### src/design/pipePkg.sv
// ######################################################################
// Pipeline package
// Widths, opcodes, forwarding codes and the two-view instruction word
// shared by every stage of the integer pipeline
// ######################################################################
package pipePkg;

	// Datapath and register file sizes
	localparam int dataWidth = 16;
	localparam int regAddrWidth = 4;
	localparam int numRegs = 1 << regAddrWidth;

	// Instruction word fields
	localparam int instrWidth = 16;
	localparam int opcodeWidth = 4;
	localparam int immWidth = 8;

	// Opcodes
	localparam logic [opcodeWidth-1:0] opNop = 4'h0;
	localparam logic [opcodeWidth-1:0] opAdd = 4'h1;
	localparam logic [opcodeWidth-1:0] opSub = 4'h2;
	localparam logic [opcodeWidth-1:0] opAnd = 4'h3;
	localparam logic [opcodeWidth-1:0] opOr = 4'h4;
	localparam logic [opcodeWidth-1:0] opXor = 4'h5;
	// Zero-extended immediate load
	localparam logic [opcodeWidth-1:0] opLdi = 4'h6;
	// dst = dst + sign-extended immediate
	localparam logic [opcodeWidth-1:0] opAddi = 4'h7;

	// Operand source select, memory slot has priority over write-back
	localparam int fwdSelWidth = 2;
	localparam logic [fwdSelWidth-1:0] fwdNone = 2'b00;
	localparam logic [fwdSelWidth-1:0] fwdWb = 2'b01;
	localparam logic [fwdSelWidth-1:0] fwdMem = 2'b10;

	// Register form, source1 feeds operand A and source0 operand B
	typedef struct packed {
		logic [opcodeWidth-1:0] op;
		logic [regAddrWidth-1:0] dst;
		logic [regAddrWidth-1:0] src1;
		logic [regAddrWidth-1:0] src0;
	} regFormT;

	// Immediate form
	typedef struct packed {
		logic [opcodeWidth-1:0] op;
		logic [regAddrWidth-1:0] dst;
		logic [immWidth-1:0] imm;
	} immFormT;

	// Same word, opcode picks the view
	typedef union packed {
		regFormT regForm;
		immFormT immForm;
	} instrWord;

endpackage
### src/design/pipeCore.sv
// ######################################################################
// Pipeline top
// Decode, execute, forwarding unit and register file; every retiring
// write is reported on the write-back port
// ######################################################################
`timescale 1ns/10ps

module pipeCore (
	input  logic                             clk,
	input  logic                             rstN,
	input  logic                             instrValid,
	input  logic [pipePkg::instrWidth-1:0]   instr,
	output logic                             wbValid,
	output logic [pipePkg::regAddrWidth-1:0] wbAddr,
	output logic [pipePkg::dataWidth-1:0]    wbData
);
	import pipePkg::*;

	// Register read
	logic [regAddrWidth-1:0] rdAddrA;
	logic [regAddrWidth-1:0] rdAddrB;
	logic [dataWidth-1:0] rdDataA;
	logic [dataWidth-1:0] rdDataB;

	// Decode/execute register
	logic exValid;
	logic [opcodeWidth-1:0] exOp;
	logic [regAddrWidth-1:0] exDst;
	logic [regAddrWidth-1:0] exSrcA;
	logic [regAddrWidth-1:0] exSrcB;
	logic [dataWidth-1:0] exOperandA;
	logic [dataWidth-1:0] exOperandB;
	logic [immWidth-1:0] exImm;
	logic exWe;

	// Producers and forwarding selects
	logic [regAddrWidth-1:0] srcA;
	logic [regAddrWidth-1:0] srcB;
	logic memWe;
	logic [regAddrWidth-1:0] memDst;
	logic wbWe;
	logic [regAddrWidth-1:0] wbDst;
	logic [fwdSelWidth-1:0] forwardA;
	logic [fwdSelWidth-1:0] forwardB;

	regFile regFile0 (
		.clk(clk), .rstN(rstN),
		.rdAddrA(rdAddrA), .rdAddrB(rdAddrB),
		.rdDataA(rdDataA), .rdDataB(rdDataB),
		// Write port driven from write-back
		.we(wbWe), .wrAddr(wbDst), .wrData(wbData)
	);

	decodeStage decodeStage0 (
		.clk(clk), .rstN(rstN), .instrValid(instrValid), .instr(instr),
		.rdAddrA(rdAddrA), .rdAddrB(rdAddrB), .rdDataA(rdDataA), .rdDataB(rdDataB),
		.exValid(exValid), .exOp(exOp), .exDst(exDst), .exSrcA(exSrcA), .exSrcB(exSrcB),
		.exOperandA(exOperandA), .exOperandB(exOperandB), .exImm(exImm), .exWe(exWe)
	);

	forwardingLogic forwardingLogic0 (
		.memWe(memWe), .memDst(memDst), .wbWe(wbWe), .wbDst(wbDst),
		.srcA(srcA), .srcB(srcB), .forwardA(forwardA), .forwardB(forwardB)
	);

	executeStage executeStage0 (
		.clk(clk), .rstN(rstN),
		.exValid(exValid), .exOp(exOp), .exDst(exDst), .exSrcA(exSrcA), .exSrcB(exSrcB),
		.exOperandA(exOperandA), .exOperandB(exOperandB), .exImm(exImm), .exWe(exWe),
		.forwardA(forwardA), .forwardB(forwardB), .srcA(srcA), .srcB(srcB),
		.memWe(memWe), .memDst(memDst), .wbWe(wbWe), .wbDst(wbDst),
		.wbValid(wbValid), .wbAddr(wbAddr), .wbData(wbData)
	);

endmodule

### src/design/executeStage.sv
// ######################################################################
// Execute stage
// Operand muxes and ALU, then the memory-slot and write-back registers
// that feed the forwarding unit and the register file
// ######################################################################
`timescale 1ns/10ps

module executeStage (
	input  logic                             clk,
	input  logic                             rstN,
	input  logic                             exValid,
	input  logic [pipePkg::opcodeWidth-1:0]  exOp,
	input  logic [pipePkg::regAddrWidth-1:0] exDst,
	input  logic [pipePkg::regAddrWidth-1:0] exSrcA,
	input  logic [pipePkg::regAddrWidth-1:0] exSrcB,
	input  logic [pipePkg::dataWidth-1:0]    exOperandA,
	input  logic [pipePkg::dataWidth-1:0]    exOperandB,
	input  logic [pipePkg::immWidth-1:0]     exImm,
	input  logic                             exWe,
	input  logic [pipePkg::fwdSelWidth-1:0]  forwardA,
	input  logic [pipePkg::fwdSelWidth-1:0]  forwardB,
	output logic [pipePkg::regAddrWidth-1:0] srcA,
	output logic [pipePkg::regAddrWidth-1:0] srcB,
	output logic                             memWe,
	output logic [pipePkg::regAddrWidth-1:0] memDst,
	output logic                             wbWe,
	output logic [pipePkg::regAddrWidth-1:0] wbDst,
	output logic                             wbValid,
	output logic [pipePkg::regAddrWidth-1:0] wbAddr,
	output logic [pipePkg::dataWidth-1:0]    wbData
);
	import pipePkg::*;

	logic [dataWidth-1:0] operandA;
	logic [dataWidth-1:0] operandB;
	logic [dataWidth-1:0] immSext;
	logic [dataWidth-1:0] immZext;
	logic [dataWidth-1:0] aluResult;
	logic [dataWidth-1:0] memResult;
	logic memValid;
	logic wbValidQ;

	// Sources go out to the forwarding unit
	assign srcA = exSrcA;
	assign srcB = exSrcB;

	// Operand muxes
	always_comb begin
		case (forwardA)
			fwdMem: operandA = memResult;
			fwdWb: operandA = wbData;
			default: operandA = exOperandA;
		endcase
		case (forwardB)
			fwdMem: operandB = memResult;
			fwdWb: operandB = wbData;
			default: operandB = exOperandB;
		endcase
	end

	assign immSext = {{(dataWidth-immWidth){exImm[immWidth-1]}}, exImm};
	assign immZext = {{(dataWidth-immWidth){1'b0}}, exImm};

	// ALU
	always_comb begin
		case (exOp)
			opAdd: aluResult = operandA + operandB;
			opSub: aluResult = operandA - operandB;
			opAnd: aluResult = operandA & operandB;
			opOr: aluResult = operandA | operandB;
			opXor: aluResult = operandA ^ operandB;
			opLdi: aluResult = immZext;
			// Operand A holds the old destination value
			opAddi: aluResult = operandA + immSext;
			// Unused opcodes write zero
			default: aluResult = '0;
		endcase
	end

	// Memory slot, then write-back
	always_ff @(posedge clk) begin
		if (!rstN) begin
			memValid <= 1'b0;
			memWe <= 1'b0;
			memDst <= '0;
			wbValidQ <= 1'b0;
			wbWe <= 1'b0;
			wbDst <= '0;
		end else begin
			memValid <= exValid;
			memWe <= exWe;
			memDst <= exDst;
			wbValidQ <= memValid;
			wbWe <= memWe;
			wbDst <= memDst;
		end
		memResult <= aluResult;
		wbData <= memResult;
	end

	// Only retiring writes show on the port
	assign wbValid = wbValidQ && wbWe;
	assign wbAddr = wbDst;

endmodule

### src/design/forwardingLogic.sv
// ######################################################################
// Forwarding unit
// Picks each execute operand from memory slot, write-back or register
// file; the newer producer wins
// ######################################################################
`timescale 1ns/10ps

module forwardingLogic (
	input  logic                             memWe,
	input  logic [pipePkg::regAddrWidth-1:0] memDst,
	input  logic                             wbWe,
	input  logic [pipePkg::regAddrWidth-1:0] wbDst,
	input  logic [pipePkg::regAddrWidth-1:0] srcA,
	input  logic [pipePkg::regAddrWidth-1:0] srcB,
	output logic [pipePkg::fwdSelWidth-1:0]  forwardA,
	output logic [pipePkg::fwdSelWidth-1:0]  forwardB
);
	import pipePkg::*;

	// Same priority check for both operands
	function automatic logic [fwdSelWidth-1:0] pickSource(input logic [regAddrWidth-1:0] src);
		logic memHit;
		logic wbHit;
		// Register 0 is never a real producer
		memHit = memWe && (memDst != '0) && (memDst == src);
		wbHit = wbWe && (wbDst != '0) && (wbDst == src);
		if (memHit)
			return fwdMem;
		else if (wbHit)
			return fwdWb;
		else
			return fwdNone;
	endfunction

	// Operand A is source1 or the addi destination
	always_comb forwardA = pickSource(srcA);
	// Operand B is source0
	always_comb forwardB = pickSource(srcB);

endmodule

### src/design/decodeStage.sv
// ######################################################################
// Decode stage
// Latches the instruction, decodes it through the union, reads the
// register file and loads the decode/execute register
// ######################################################################
`timescale 1ns/10ps

module decodeStage (
	input  logic                             clk,
	input  logic                             rstN,
	input  logic                             instrValid,
	input  logic [pipePkg::instrWidth-1:0]   instr,
	output logic [pipePkg::regAddrWidth-1:0] rdAddrA,
	output logic [pipePkg::regAddrWidth-1:0] rdAddrB,
	input  logic [pipePkg::dataWidth-1:0]    rdDataA,
	input  logic [pipePkg::dataWidth-1:0]    rdDataB,
	output logic                             exValid,
	output logic [pipePkg::opcodeWidth-1:0]  exOp,
	output logic [pipePkg::regAddrWidth-1:0] exDst,
	output logic [pipePkg::regAddrWidth-1:0] exSrcA,
	output logic [pipePkg::regAddrWidth-1:0] exSrcB,
	output logic [pipePkg::dataWidth-1:0]    exOperandA,
	output logic [pipePkg::dataWidth-1:0]    exOperandB,
	output logic [pipePkg::immWidth-1:0]     exImm,
	output logic                             exWe
);
	import pipePkg::*;

	logic instrValidQ;
	instrWord instrQ;
	logic [opcodeWidth-1:0] op;
	logic [regAddrWidth-1:0] dst;

	// Opcode and destination sit in the same bits in both views
	assign op = instrQ.regForm.op;
	assign dst = instrQ.regForm.dst;

	// Instruction latch, word itself is payload
	always_ff @(posedge clk) begin
		if (!rstN)
			instrValidQ <= 1'b0;
		else
			instrValidQ <= instrValid;
		if (instrValid)
			instrQ <= instr;
	end

	// Source selection per form
	always_comb begin
		rdAddrA = '0;
		rdAddrB = '0;
		if (op == opAddi) begin
			// Reads its own destination
			rdAddrA = instrQ.immForm.dst;
		end else if ((op != opLdi) && (op != opNop)) begin
			rdAddrA = instrQ.regForm.src1;
			rdAddrB = instrQ.regForm.src0;
		end
	end

	// Decode/execute register
	always_ff @(posedge clk) begin
		if (!rstN) begin
			exValid <= 1'b0;
			exWe <= 1'b0;
			exOp <= opNop;
			exDst <= '0;
			exSrcA <= '0;
			exSrcB <= '0;
		end else begin
			exValid <= instrValidQ;
			// No write for NOP or register 0
			exWe <= instrValidQ && (op != opNop) && (dst != '0);
			exOp <= op;
			exDst <= dst;
			exSrcA <= rdAddrA;
			exSrcB <= rdAddrB;
		end
		exOperandA <= rdDataA;
		exOperandB <= rdDataB;
		exImm <= instrQ.immForm.imm;
	end

endmodule

### src/design/regFile.sv
// ######################################################################
// Register file
// Sixteen registers with register 0 hardwired to zero; a write in the
// same cycle is passed straight through to a matching read
// ######################################################################
`timescale 1ns/10ps

module regFile (
	input  logic                             clk,
	input  logic                             rstN,
	input  logic [pipePkg::regAddrWidth-1:0] rdAddrA,
	input  logic [pipePkg::regAddrWidth-1:0] rdAddrB,
	output logic [pipePkg::dataWidth-1:0]    rdDataA,
	output logic [pipePkg::dataWidth-1:0]    rdDataB,
	input  logic                             we,
	input  logic [pipePkg::regAddrWidth-1:0] wrAddr,
	input  logic [pipePkg::dataWidth-1:0]    wrData
);
	import pipePkg::*;

	logic [dataWidth-1:0] regs [numRegs];

	// Read logic for either port
	function automatic logic [dataWidth-1:0] readPort(input logic [regAddrWidth-1:0] addr);
		if (addr == '0)
			return '0;
		// Write-through for the producer retiring this cycle
		else if (we && (wrAddr == addr))
			return wrData;
		else
			return regs[addr];
	endfunction

	always_comb rdDataA = readPort(rdAddrA);
	always_comb rdDataB = readPort(rdAddrB);

	// Slot 0 is never written
	always_ff @(posedge clk) begin
		if (!rstN) begin
			for (int i = 0; i < numRegs; i++)
				regs[i] <= '0;
		end else if (we && (wrAddr != '0)) begin
			regs[wrAddr] <= wrData;
		end
	end

endmodule

### config.mk
export PLATFORM = sky130hd
export DESIGN_NAME = pipeCore
export DESIGN_NICKNAME = d
export VERILOG_FILES = /design/src/design/pipePkg.sv /design/src/design/pipeCore.sv /design/src/design/executeStage.sv /design/src/design/forwardingLogic.sv /design/src/design/decodeStage.sv /design/src/design/regFile.sv
export SDC_FILE = /design/constraint.sdc
export NUM_CORES = 1
export LEC_CHECK = 0
export ABC_AREA = 1
export CAP_MARGIN = 20
export CELL_PAD_IN_SITES_DETAIL_PLACEMENT = 0
export CELL_PAD_IN_SITES_GLOBAL_PLACEMENT = 1
export CORE_ASPECT_RATIO = 1.75
export CORE_MARGIN = 5
export CORE_UTILIZATION = 50
export DETAILED_ROUTE_END_ITERATION = 10
export DONT_BUFFER_PORTS = 1
export GPL_ROUTABILITY_DRIVEN = 0
export PLACE_DENSITY_LB_ADDON = 0.3
export SLEW_MARGIN = 30
export SYNTH_ARGS = -nofsm -noshare
export SYNTH_HDL_FRONTEND = slang
export SYNTH_SLANG_ARGS = --single-unit
export TNS_END_PERCENT = 10
### constraint.sdc
create_clock -name clk -period 7.63 [get_ports clk]
set_input_delay 0.763 -clock clk [delete_from_list [all_inputs] [get_ports clk]]
set_output_delay 0.763 -clock clk [all_outputs]
set_load 0.005 [all_outputs]
==> flow_summary.toml, run 1 <==
[hold_path]
hp-start = "instr[1]"
holdPathEnd = "decodeStage0.instrQ[1]"
hold_path_class = "primary input to flip-flop"
hold_depth = 0

[cells_and_area]
n_fill_cell = 3726
final_cells = 2903
drive_gt1_frac = 0.0742
layout_commonest_cell = "nor2_1"
post-route-cell-area_sq_mm = 0.0219
utilization = 0.544
antenna_cells = 0
most-common-layout-cells = "nor2_1, nand2_1, edfxtp_1, inv_1, o21ai_0"
fin_nets = 2397
area.growth.synth_to_final_pct = 7.38

[placement]
place_ws_ps = 2860
dpl.cell_count = 2837
detailed_place_hpwl_mm = 43.6
placed_area_sq_mm = 0.0206
port_buffers = 0

[yosys]
synth-simple-area-share = 0.212
yosys.area_share.adder = 0.0293
async_flop_share = 0
ys.flop_type = "edfxtp_1"
syn_avg_cell_area_sq_um = 8.44
synth_xor_area_frac = 0.00516
ys_warn_count = 0
synth-seq-cells = 375
yosysUniqueCellTypes = 51
synth_top_family_by_area = "simple AND/OR/NAND/NOR gates"
synth_compound_area_frac = 0.170
synth-edff-count = 272
netlist_instances = 2413
syn-cell-area_sq_mm = 0.0204
synthMuxAreaShare = 0
yosysSeqAreaShare = 0.502

[worst_setup_path]
reg2reg_setup_slack_ps = 2870
path_max_fanout = 15
crit_slowest_cell = "nor2_1"
critPathCaptureType = "flip-flop"
path_class = "flip-flop to flip-flop"
r2r-end = "executeStage0.memResult[13]"
cp.required_ps = 8040
crit_arrival_ps = 5180
cp-start-kind = "flip-flop"
r2r-start = "executeStage0.memDst[2]"
crit_top_cell = "nand2_1"
max_stage_delay_ps = 810
r2r_cells = 25

[cts]
ctsHtreeMaxLevel = 2
cts_tree = "built"
post_cts_resized = 0
cts_setup_buffers = 0
hold_buffers = 0
cts_buffer_depth = 3
cts.sinks = 375
clk_latency_ps = 550
root_buffer = "clkbuf_16"
cts_buffers = 36
clk_transition_reported_paths_ps = 60

[power]
clock_power_share = 0.324
peakVddDrop_v = 0.000250
p_sw_frac = 0.340
power_frac_seq = 0.428
p_sw_mw = 2.00
total_power_mw = 5.87
p_int_mw = 3.87
p_leak_nw = 8.90
power_density_mw_per_mm2 = 268
power.share.combinational = 0.249

[drt]
drc = 0
avgRoutedWirePerCell_um = 22.2
vias_per_cell = 5.94
dr.pass1.iters = 5
vias = 17200
antenna_left = 0
first_iter_violations = 1628
routed_wl_mm = 64.5

[timing]
rsz0062_at_grt = "no"
timing.slew.headroom = 0.324
tightestPinTransition_ps = 1010
hold_viol = 0
fin_crit_ps = 4760
max_freq_mhz = 210
setup_viol = 0
fin_crit_sh = 0.624
setup_tns_ps = 0
setup_ws_ps = 2870
whs_ps = 318
finClkSkew_ps = 27.6
final_max_slew_viol_count = 0

[floorplanning]
io_pins = 40
coreArea_sq_mm = 0.0402
dieArea_sq_mm = 0.0450
fp.dieW_um = 163
rows = 97
initial_core_util = 0.507
die_y_um = 277

[grt]
overflow = 0
grt_antenna_before_repair = 0
grt_max_degree = 159
first_global_vias = 17100
grt_pass1_wl_mm = 97.5
grt_use_total = 0.280

[status]
status = "finished, final reports clean"

[job]
drv_cap = 0
-- worst max-delay path, delay by kind of cell, from the launching register on --
family	cells	cell delay [ps]
compound gates	5	930
fa+ha+maj	1	420
buf+inv	2	310
flops	1	360
simple gates	17	2610
-- logic make-up (layout without fill, tap and decap cells) --
kind of cell,Yosys count,after routing
fa+ha+maj,47,47
other cells,1,16
flops,375,375
simple gates,1021,1021
compound gates,543,543
buf+inv,414,345
xor+xnor,12,12
-- layer usage --
metal / track usage / up-vias / share of wire
li1: - / 8018 / -
met1: 0.306 / 8261 / 0.35
met2: 0.522 / 756 / 0.53
met3: 0.0345 / 207 / 0.064
met4: 0.148 / 0 / 0.052
met5: 0 / - / 0
-- registers in the layout, indices dropped and copies added (netlist names), 8 cells and up --
name	cells
executeStage0.memResult	16
decodeStage0.exOperandB	16
decodeStage0.exOperandA	16
regFile0.regs	256
decodeStage0.instrQ	16
decodeStage0.exImm	8
executeStage0.wbData	16
-- cell usage after synthesis, types with 8 or more instances --
| library cell | count | area [sq um] |
|---|---|---|
| nor2_1 | 444 | 1670 |
| nor2_2 | 8 | 50.1 |
| inv_2 | 21 | 78.8 |
| a31oi_1 | 15 | 93.8 |
| a21oi_1 | 55 | 275 |
| edfxtp_1 | 272 | 8170 |
| nor2_4 | 8 | 90.1 |
| nand3_2 | 24 | 240 |
| o221ai_1 | 30 | 263 |
| nand3_1 | 67 | 335 |
| o211ai_1 | 68 | 510 |
| ha_1 | 46 | 576 |
| buf_2 | 33 | 165 |
| inv_1 | 232 | 871 |
| dfxtp_1 | 103 | 2060 |
| o21ai_1 | 41 | 205 |
| nor3_1 | 14 | 70.1 |
| o21ai_0 | 189 | 946 |
| nand2_2 | 12 | 75.1 |
| o22ai_1 | 33 | 206 |
| nand2_1 | 425 | 1600 |
| clkbuf_1 | 109 | 409 |
| a41oi_1 | 16 | 140 |
| o21bai_1 | 23 | 173 |
| xor2_1 | 10 | 87.6 |
| a221oi_1 | 46 | 403 |
-- worst max-delay path by stage --
stage	start	to	cells after the start
after global routing	executeStage0.memDst[1]	executeStage0.memResult[13]	31
final	executeStage0.memDst[2]	executeStage0.memResult[13]	25
after floorplan	executeStage0.wbAddr[2]	executeStage0.memResult[11]	23
after global placement	executeStage0.memDst[2]	executeStage0.memResult[13]	25
after CTS	executeStage0.memDst[2]	executeStage0.memResult[13]	25
after detailed placement	executeStage0.memDst[2]	executeStage0.memResult[13]	25
-- power by group through the flow --
stage | Sequential (mW) | Combinational [mW] | Clock [mW]
after floorplan | 2.48 | 1.03 | 0
after global placement | 2.55 | 1.42 | 0
after detailed placement | 2.55 | 1.43 | 0
after CTS | 2.51 | 1.44 | 1.91
after global routing | 2.53 | 1.60 | 1.99
final | 2.51 | 1.46 | 1.90
-- cell type report --
cell class | count | area (sq um) | area share
clock buffers | 48 | 1030 | 0.0470
clock inverters | 18 | 201 | 0.00922
inverters | 259 | 976 | 0.0446
multi-input cells | 1639 | 8580 | 0.393
flip-flops and latches | 375 | 10200 | 0.468
well taps | 544 | 681 | 0.0311
repair buffers | 20 | 163 | 0.00744
No activity file was read; power rests on OpenSTA's default activity.
==> run 2, diff against run 1 <==
- CORE_UTILIZATION: 50 -> 49
- clock period: 7.63 -> 4.4 ns (I/O delays scaled with it)
==> run 2 against run 1 <==
  * Setup slack worse by 2400 ps
  * Critical endpoint is now executeStage0.memResult[14]
  * Via count up 1.3%
  * Highest routed layer is now met5
  * Global-route usage is 0.22 points lower
  * Largest cell class unchanged
  * Utilization increased by 0.25 points
  * Non-clock buffer count is 68 higher
  * Clock skew is 5.5 ps lower
  * Critical path depth up 1
  * Fmax up 22%
  * Hold slack worse by 290 ps
  * Combinational power grew 78%
  * Total power rose by 71%
==> flow_summary.toml, run 2 (same netlist as run 1, synthesis figures left out) <==
[cts]
root_buffer = "clkbuf_16"
clk_latency_ps = 540
ctsHtreeMaxLevel = 2
cts_setup_buffers = 0
cts_buffer_depth = 3
clk_transition_reported_paths_ps = 60
cts_tree = "built"
cts.sinks = 375
cts_buffers = 35

[cells_and_area]
post-route-cell-area_sq_mm = 0.0224
antenna_cells = 0
drive_gt1_frac = 0.0912
most-common-layout-cells = "nor2_1, nand2_1, edfxtp_1, inv_1, o21ai_0"
largest_reg_flops = 256
regMostFlops = "regFile0.regs"
fin_nets = 2464
utilization = 0.547
area.growth.synth_to_final_pct = 9.97
final_cells = 2974
layout_commonest_cell = "nor2_1"

[job]
drv_cap = 0

[grt]
grt_antenna_before_repair = 1
grt_pass1_wl_mm = 97.9
first_global_vias = 17300
grt_max_degree = 170
overflow = 0
grt_use_total = 0.278

[worst_setup_path]
cp.required_ps = 4790
critPathCaptureType = "flip-flop"
crit_arrival_ps = 4300
path_max_fanout = 10
path_class = "flip-flop to flip-flop"
cp-start-kind = "flip-flop"

[timing]
setup_ws_ps = 486
setup_viol = 0
final_max_slew_viol_count = 0
fin_crit_sh = 0.889
finClkSkew_ps = 22.1
rsz0062_at_grt = "no"
timing.slew.headroom = 0.359
setup_tns_ps = 0
fin_crit_ps = 3910
max_freq_mhz = 256
whs_ps = 23.7
hold_viol = 0
tightestPinTransition_ps = 959

[floorplanning]
coreArea_sq_mm = 0.0410
initial_core_util = 0.497
fp.dieW_um = 164
dieArea_sq_mm = 0.0459
rows = 98
io_pins = 40
die_y_um = 280

[placement]
place_ws_ps = 297
port_buffers = 0
placed_area_sq_mm = 0.0210
dpl.cell_count = 2892
detailed_place_hpwl_mm = 43.8

[drt]
dr.pass1.iters = 6
drc = 0
avgRoutedWirePerCell_um = 21.6
first_iter_violations = 1660
vias = 17500
routed_wl_mm = 64.4
vias_per_cell = 5.87
antenna_left = 0

[power]
power_density_mw_per_mm2 = 448
p_leak_nw = 9.18
peakVddDrop_v = 0.000475
total_power_mw = 10.0

[status]
status = "finished, final reports clean"

[hold_path]
hold_path_class = "primary input to flip-flop"
run 2: cell type report:
type | count | area [sq um]
clock buffers | 45 | 955
clock inverters | 18 | 185
fillers | 3773 | 18600
inverters | 259 | 975
multi-input cells | 1639 | 8590
flip-flops and latches | 375 | 10200
well taps | 550 | 688
repair buffers | 88 | 758
run 2: path summary, 6_finish.rpt:
path / slack, ps / start / endpoint / cells past startpoint
min reg2reg: 370 / executeStage0.memResult[2] / executeStage0.wbData[2] / 0
max: 490 / executeStage0.wbAddr[3] / executeStage0.memResult[14] / 26
max reg2reg: 490 / executeStage0.wbAddr[3] / executeStage0.memResult[14] / 26
min: 20 / rstN / executeStage0.wbAddr[2] / 2
run 2: power by group:
part	leakage [nW]	total [mW]	switching [mW]	internal [mW]
clock	0.560	3.08	1.36	1.73
combinational	4.98	2.60	1.81	0.795
sequential	3.64	4.35	0.262	4.08
run 2: routing by layer:
metal  routed length (um)  global-route usage  part of all wire
met5                   13                   0           0.00020
met2                34300               0.520              0.53
met3                 4290              0.0319             0.067
met1                22500               0.305              0.35
met4                 3280               0.144             0.051
run 2: repair_timing:
item                       in CTS  in global routing
hold endpoints to repair       39                  0
hold buffers                   19                  0
setup endpoints to repair       0                  5
gates resized for setup         0                  8
run 2: critical path: stages, from the launching register on:
cell,delay [ps]
dfxtp_1,370
buf_4,190
nand2_1,70
nand2_1,80
nor2_4,120
nand3_4,150
buf_4,220
nand3_1,110
nand3_2,130
nor2_2,140
nand2_2,90
nor2_8,180
nand2_2,90
nor2_2,110
nand2_1,80
a31oi_1,160
a21oi_1,60
ha_1,330
inv_1,90
nor3_2,180
nand3_1,100
o2111ai_1,150
a21oi_1,120
o21bai_1,160
a21boi_0,100
o21ai_0,80
o2111ai_1,110
==> run 3, diff against run 2 <==
- ABC_AREA: 1 -> default
- CORE_UTILIZATION: 49 -> 50
==> run 3 against run 2 <==
  * Cell area rose by 3.6%
  * Fmax fell by 7.6%
  * Clock power rose by 5%
==> flow_summary.toml, run 3 <==
[cts]
ctsHtreeMaxLevel = 2
cts_buffer_depth = 3
root_buffer = "clkbuf_16"
cts_buffers = 37
cts_tree = "built"
clk_transition_reported_paths_ps = 70
cts.sinks = 375
clk_latency_ps = 560

[floorplanning]
io_pins = 40
dieArea_sq_mm = 0.0450
rows = 97
fp.dieW_um = 163
coreArea_sq_mm = 0.0402
die_y_um = 277
initial_core_util = 0.507

[grt]
grt_antenna_before_repair = 1
grt_max_degree = 97
grt_pass1_wl_mm = 102
overflow = 0
grt_use_total = 0.293
first_global_vias = 17000

[yosys]
netlist_instances = 2122
synth_commonest_cells = "nand2_1, edfxtp_1, and2_1"
synth-seq-cells = 375
yosysUniqueCellTypes = 68
ys_warn_count = 0
synth-edff-count = 272
async_flop_share = 0
yosysSeqAreaShare = 0.503
synth_area_leaders = "edfxtp_1, dfxtp_1, nand2_1"
syn_avg_cell_area_sq_um = 9.59
ys.flop_type = "edfxtp_1"
yosysMostFrequentCell = "nand2_1"
netlist.area_leader.share = 0.401
syn-cell-area_sq_mm = 0.0203
synth_top_cell_by_area = "edfxtp_1"

[worst_setup_path]
crit_top_cell = "or3_4"
cp.required_ps = 4800
r2r_cells = 18
max_stage_delay_ps = 430
crit_slowest_cell = "or4_4"
path_delay_family = "simple AND/OR/NAND/NOR gates"
crit_arrival_ps = 4630
path_max_fanout = 4
cp_num_buf_inv = 1
critPathCaptureType = "flip-flop"
crit_chain = "xor2_2 > or3_4 > or4_4 > a31oi_4 > nand4_4 > or2_4 > or3_4 > xnor2_2 > o221ai_1 > ha_1 > nand4_1 > and4_4 > nor3_4 > buf_4 > a21o_1 > a21oi_1 > xor2_1 > o21ai_0"
cp-start-kind = "flip-flop"
path_class = "flip-flop to flip-flop"
crit_cells = 18

[timing]
timing.slew.headroom = 0.355
rsz0062_at_grt = "yes"
hold_viol = 0
tightestPinTransition_ps = 967
max_freq_mhz = 236
setup_viol = 0
fin_crit_ps = 4240
setup_ws_ps = 164
fin_crit_sh = 0.963
final_max_slew_viol_count = 0
finClkSkew_ps = 23.2

[cells_and_area]
regMostFlops = "regFile0.regs"
largest_reg_flops = 256
fin_nets = 2221
drive_gt1_frac = 0.127
area.growth.synth_to_final_pct = 14.0
most-common-layout-cells = "nand2_1, edfxtp_1, and2_1, buf_4, dfxtp_1"
antenna_cells = 0
n_fill_cell = 3454
post-route-cell-area_sq_mm = 0.0232
layout_commonest_cell = "nand2_1"
utilization = 0.577

[drt]
routed_wl_mm = 67.6
first_iter_violations = 2010
avgRoutedWirePerCell_um = 24.8
drc = 0
vias = 17100
antenna_left = 0
dr.pass1.iters = 6
vias_per_cell = 6.27

[placement]
placed_area_sq_mm = 0.0217
detailed_place_hpwl_mm = 46.1
port_buffers = 0
place_ws_ps = -191

[power]
p_leak_nw = 8.85
peakVddDrop_v = 0.000265
power_density_mw_per_mm2 = 459

[status]
status = "finished, final reports clean"

[hold_path]
hold_depth = 1
hold_path_class = "primary input to flip-flop"

[job]
drv_cap = 0
==> run 3: layer usage <==
layer | vias up | part of all wire | track usage
li1 | 7696 | - | -
met2 | 900 | 0.51 | 0.520
met4 | 0 | 0.061 | 0.152
met1 | 8273 | 0.36 | 0.342
met5 | - | 0 | 0
met3 | 228 | 0.073 | 0.0395
==> run 3: logic make-up (layout without fill, tap and decap cells) <==
group | count (synthesis) | in the layout | synth area share
other | 1 | 16 | 0.000184
XOR/XNOR | 45 | 45 | 0.0219
adder cells (fa/ha/maj) | 47 | 47 | 0.0293
multiplexers | 55 | 55 | 0.0271
AO/OA/AOI/OAI | 418 | 418 | 0.147
flip-flops | 375 | 375 | 0.503
buffers and inverters | 224 | 271 | 0.0431
AND/OR/NAND/NOR | 957 | 957 | 0.228
==> run 3: power by group <==
part           leakage [nW]  switching [mW]  internal (mW)  total, mW
Sequential             3.64           0.262           4.10       4.36
Clock                 0.607            1.43           1.81       3.24
Combinational          4.60            1.91           1.13       3.04
Total                  8.85            3.60           7.04       10.6
==> run 3: repair_timing <==
action,CTS,global route
pin swaps,2,17
endpoints found under the hold margin,32,0
setup endpoints to repair,3,4
buffers inserted,0,4
resized for setup,6,21
hold buffers,17,0
==> run 3: path summary, 6_finish.rpt <==
check,start,end,slack (ps)
worst max-delay path,executeStage0.wbAddr[0],executeStage0.memResult[13],160
worst min-delay path,rstN,executeStage0.memDst[1],20
worst max register to register,executeStage0.wbAddr[0],executeStage0.memResult[13],160
worst min register to register,executeStage0.memResult[7],executeStage0.wbData[7],370
==> run 3: stage by stage <==
step	TNS (ps)	hold slack [ps]	instances	total power [mW]
2_1_floorplan	0	351	2137	6.11
3_3_place_gp	-127	359	2639	7.24
3_5_place_dp	-321	363	2639	7.30
4_1_cts	0	3.04	2724	10.6
5_1_grt	-35.2	5.97	2728	11.1
6_report	0	24.9	2728	10.6
==> run 3: area by class of cell <==
type | instances | area, sq um | area share
Sequential cell | 375 | 10200 | 0.441
Multi-Input combinational cell | 1538 | 9510 | 0.410
Timing Repair Buffer | 164 | 1400 | 0.0603
Clock buffer | 47 | 996 | 0.0429
Tap cell | 544 | 681 | 0.0293
Clock inverter | 21 | 225 | 0.00971
Inverter | 39 | 146 | 0.00631
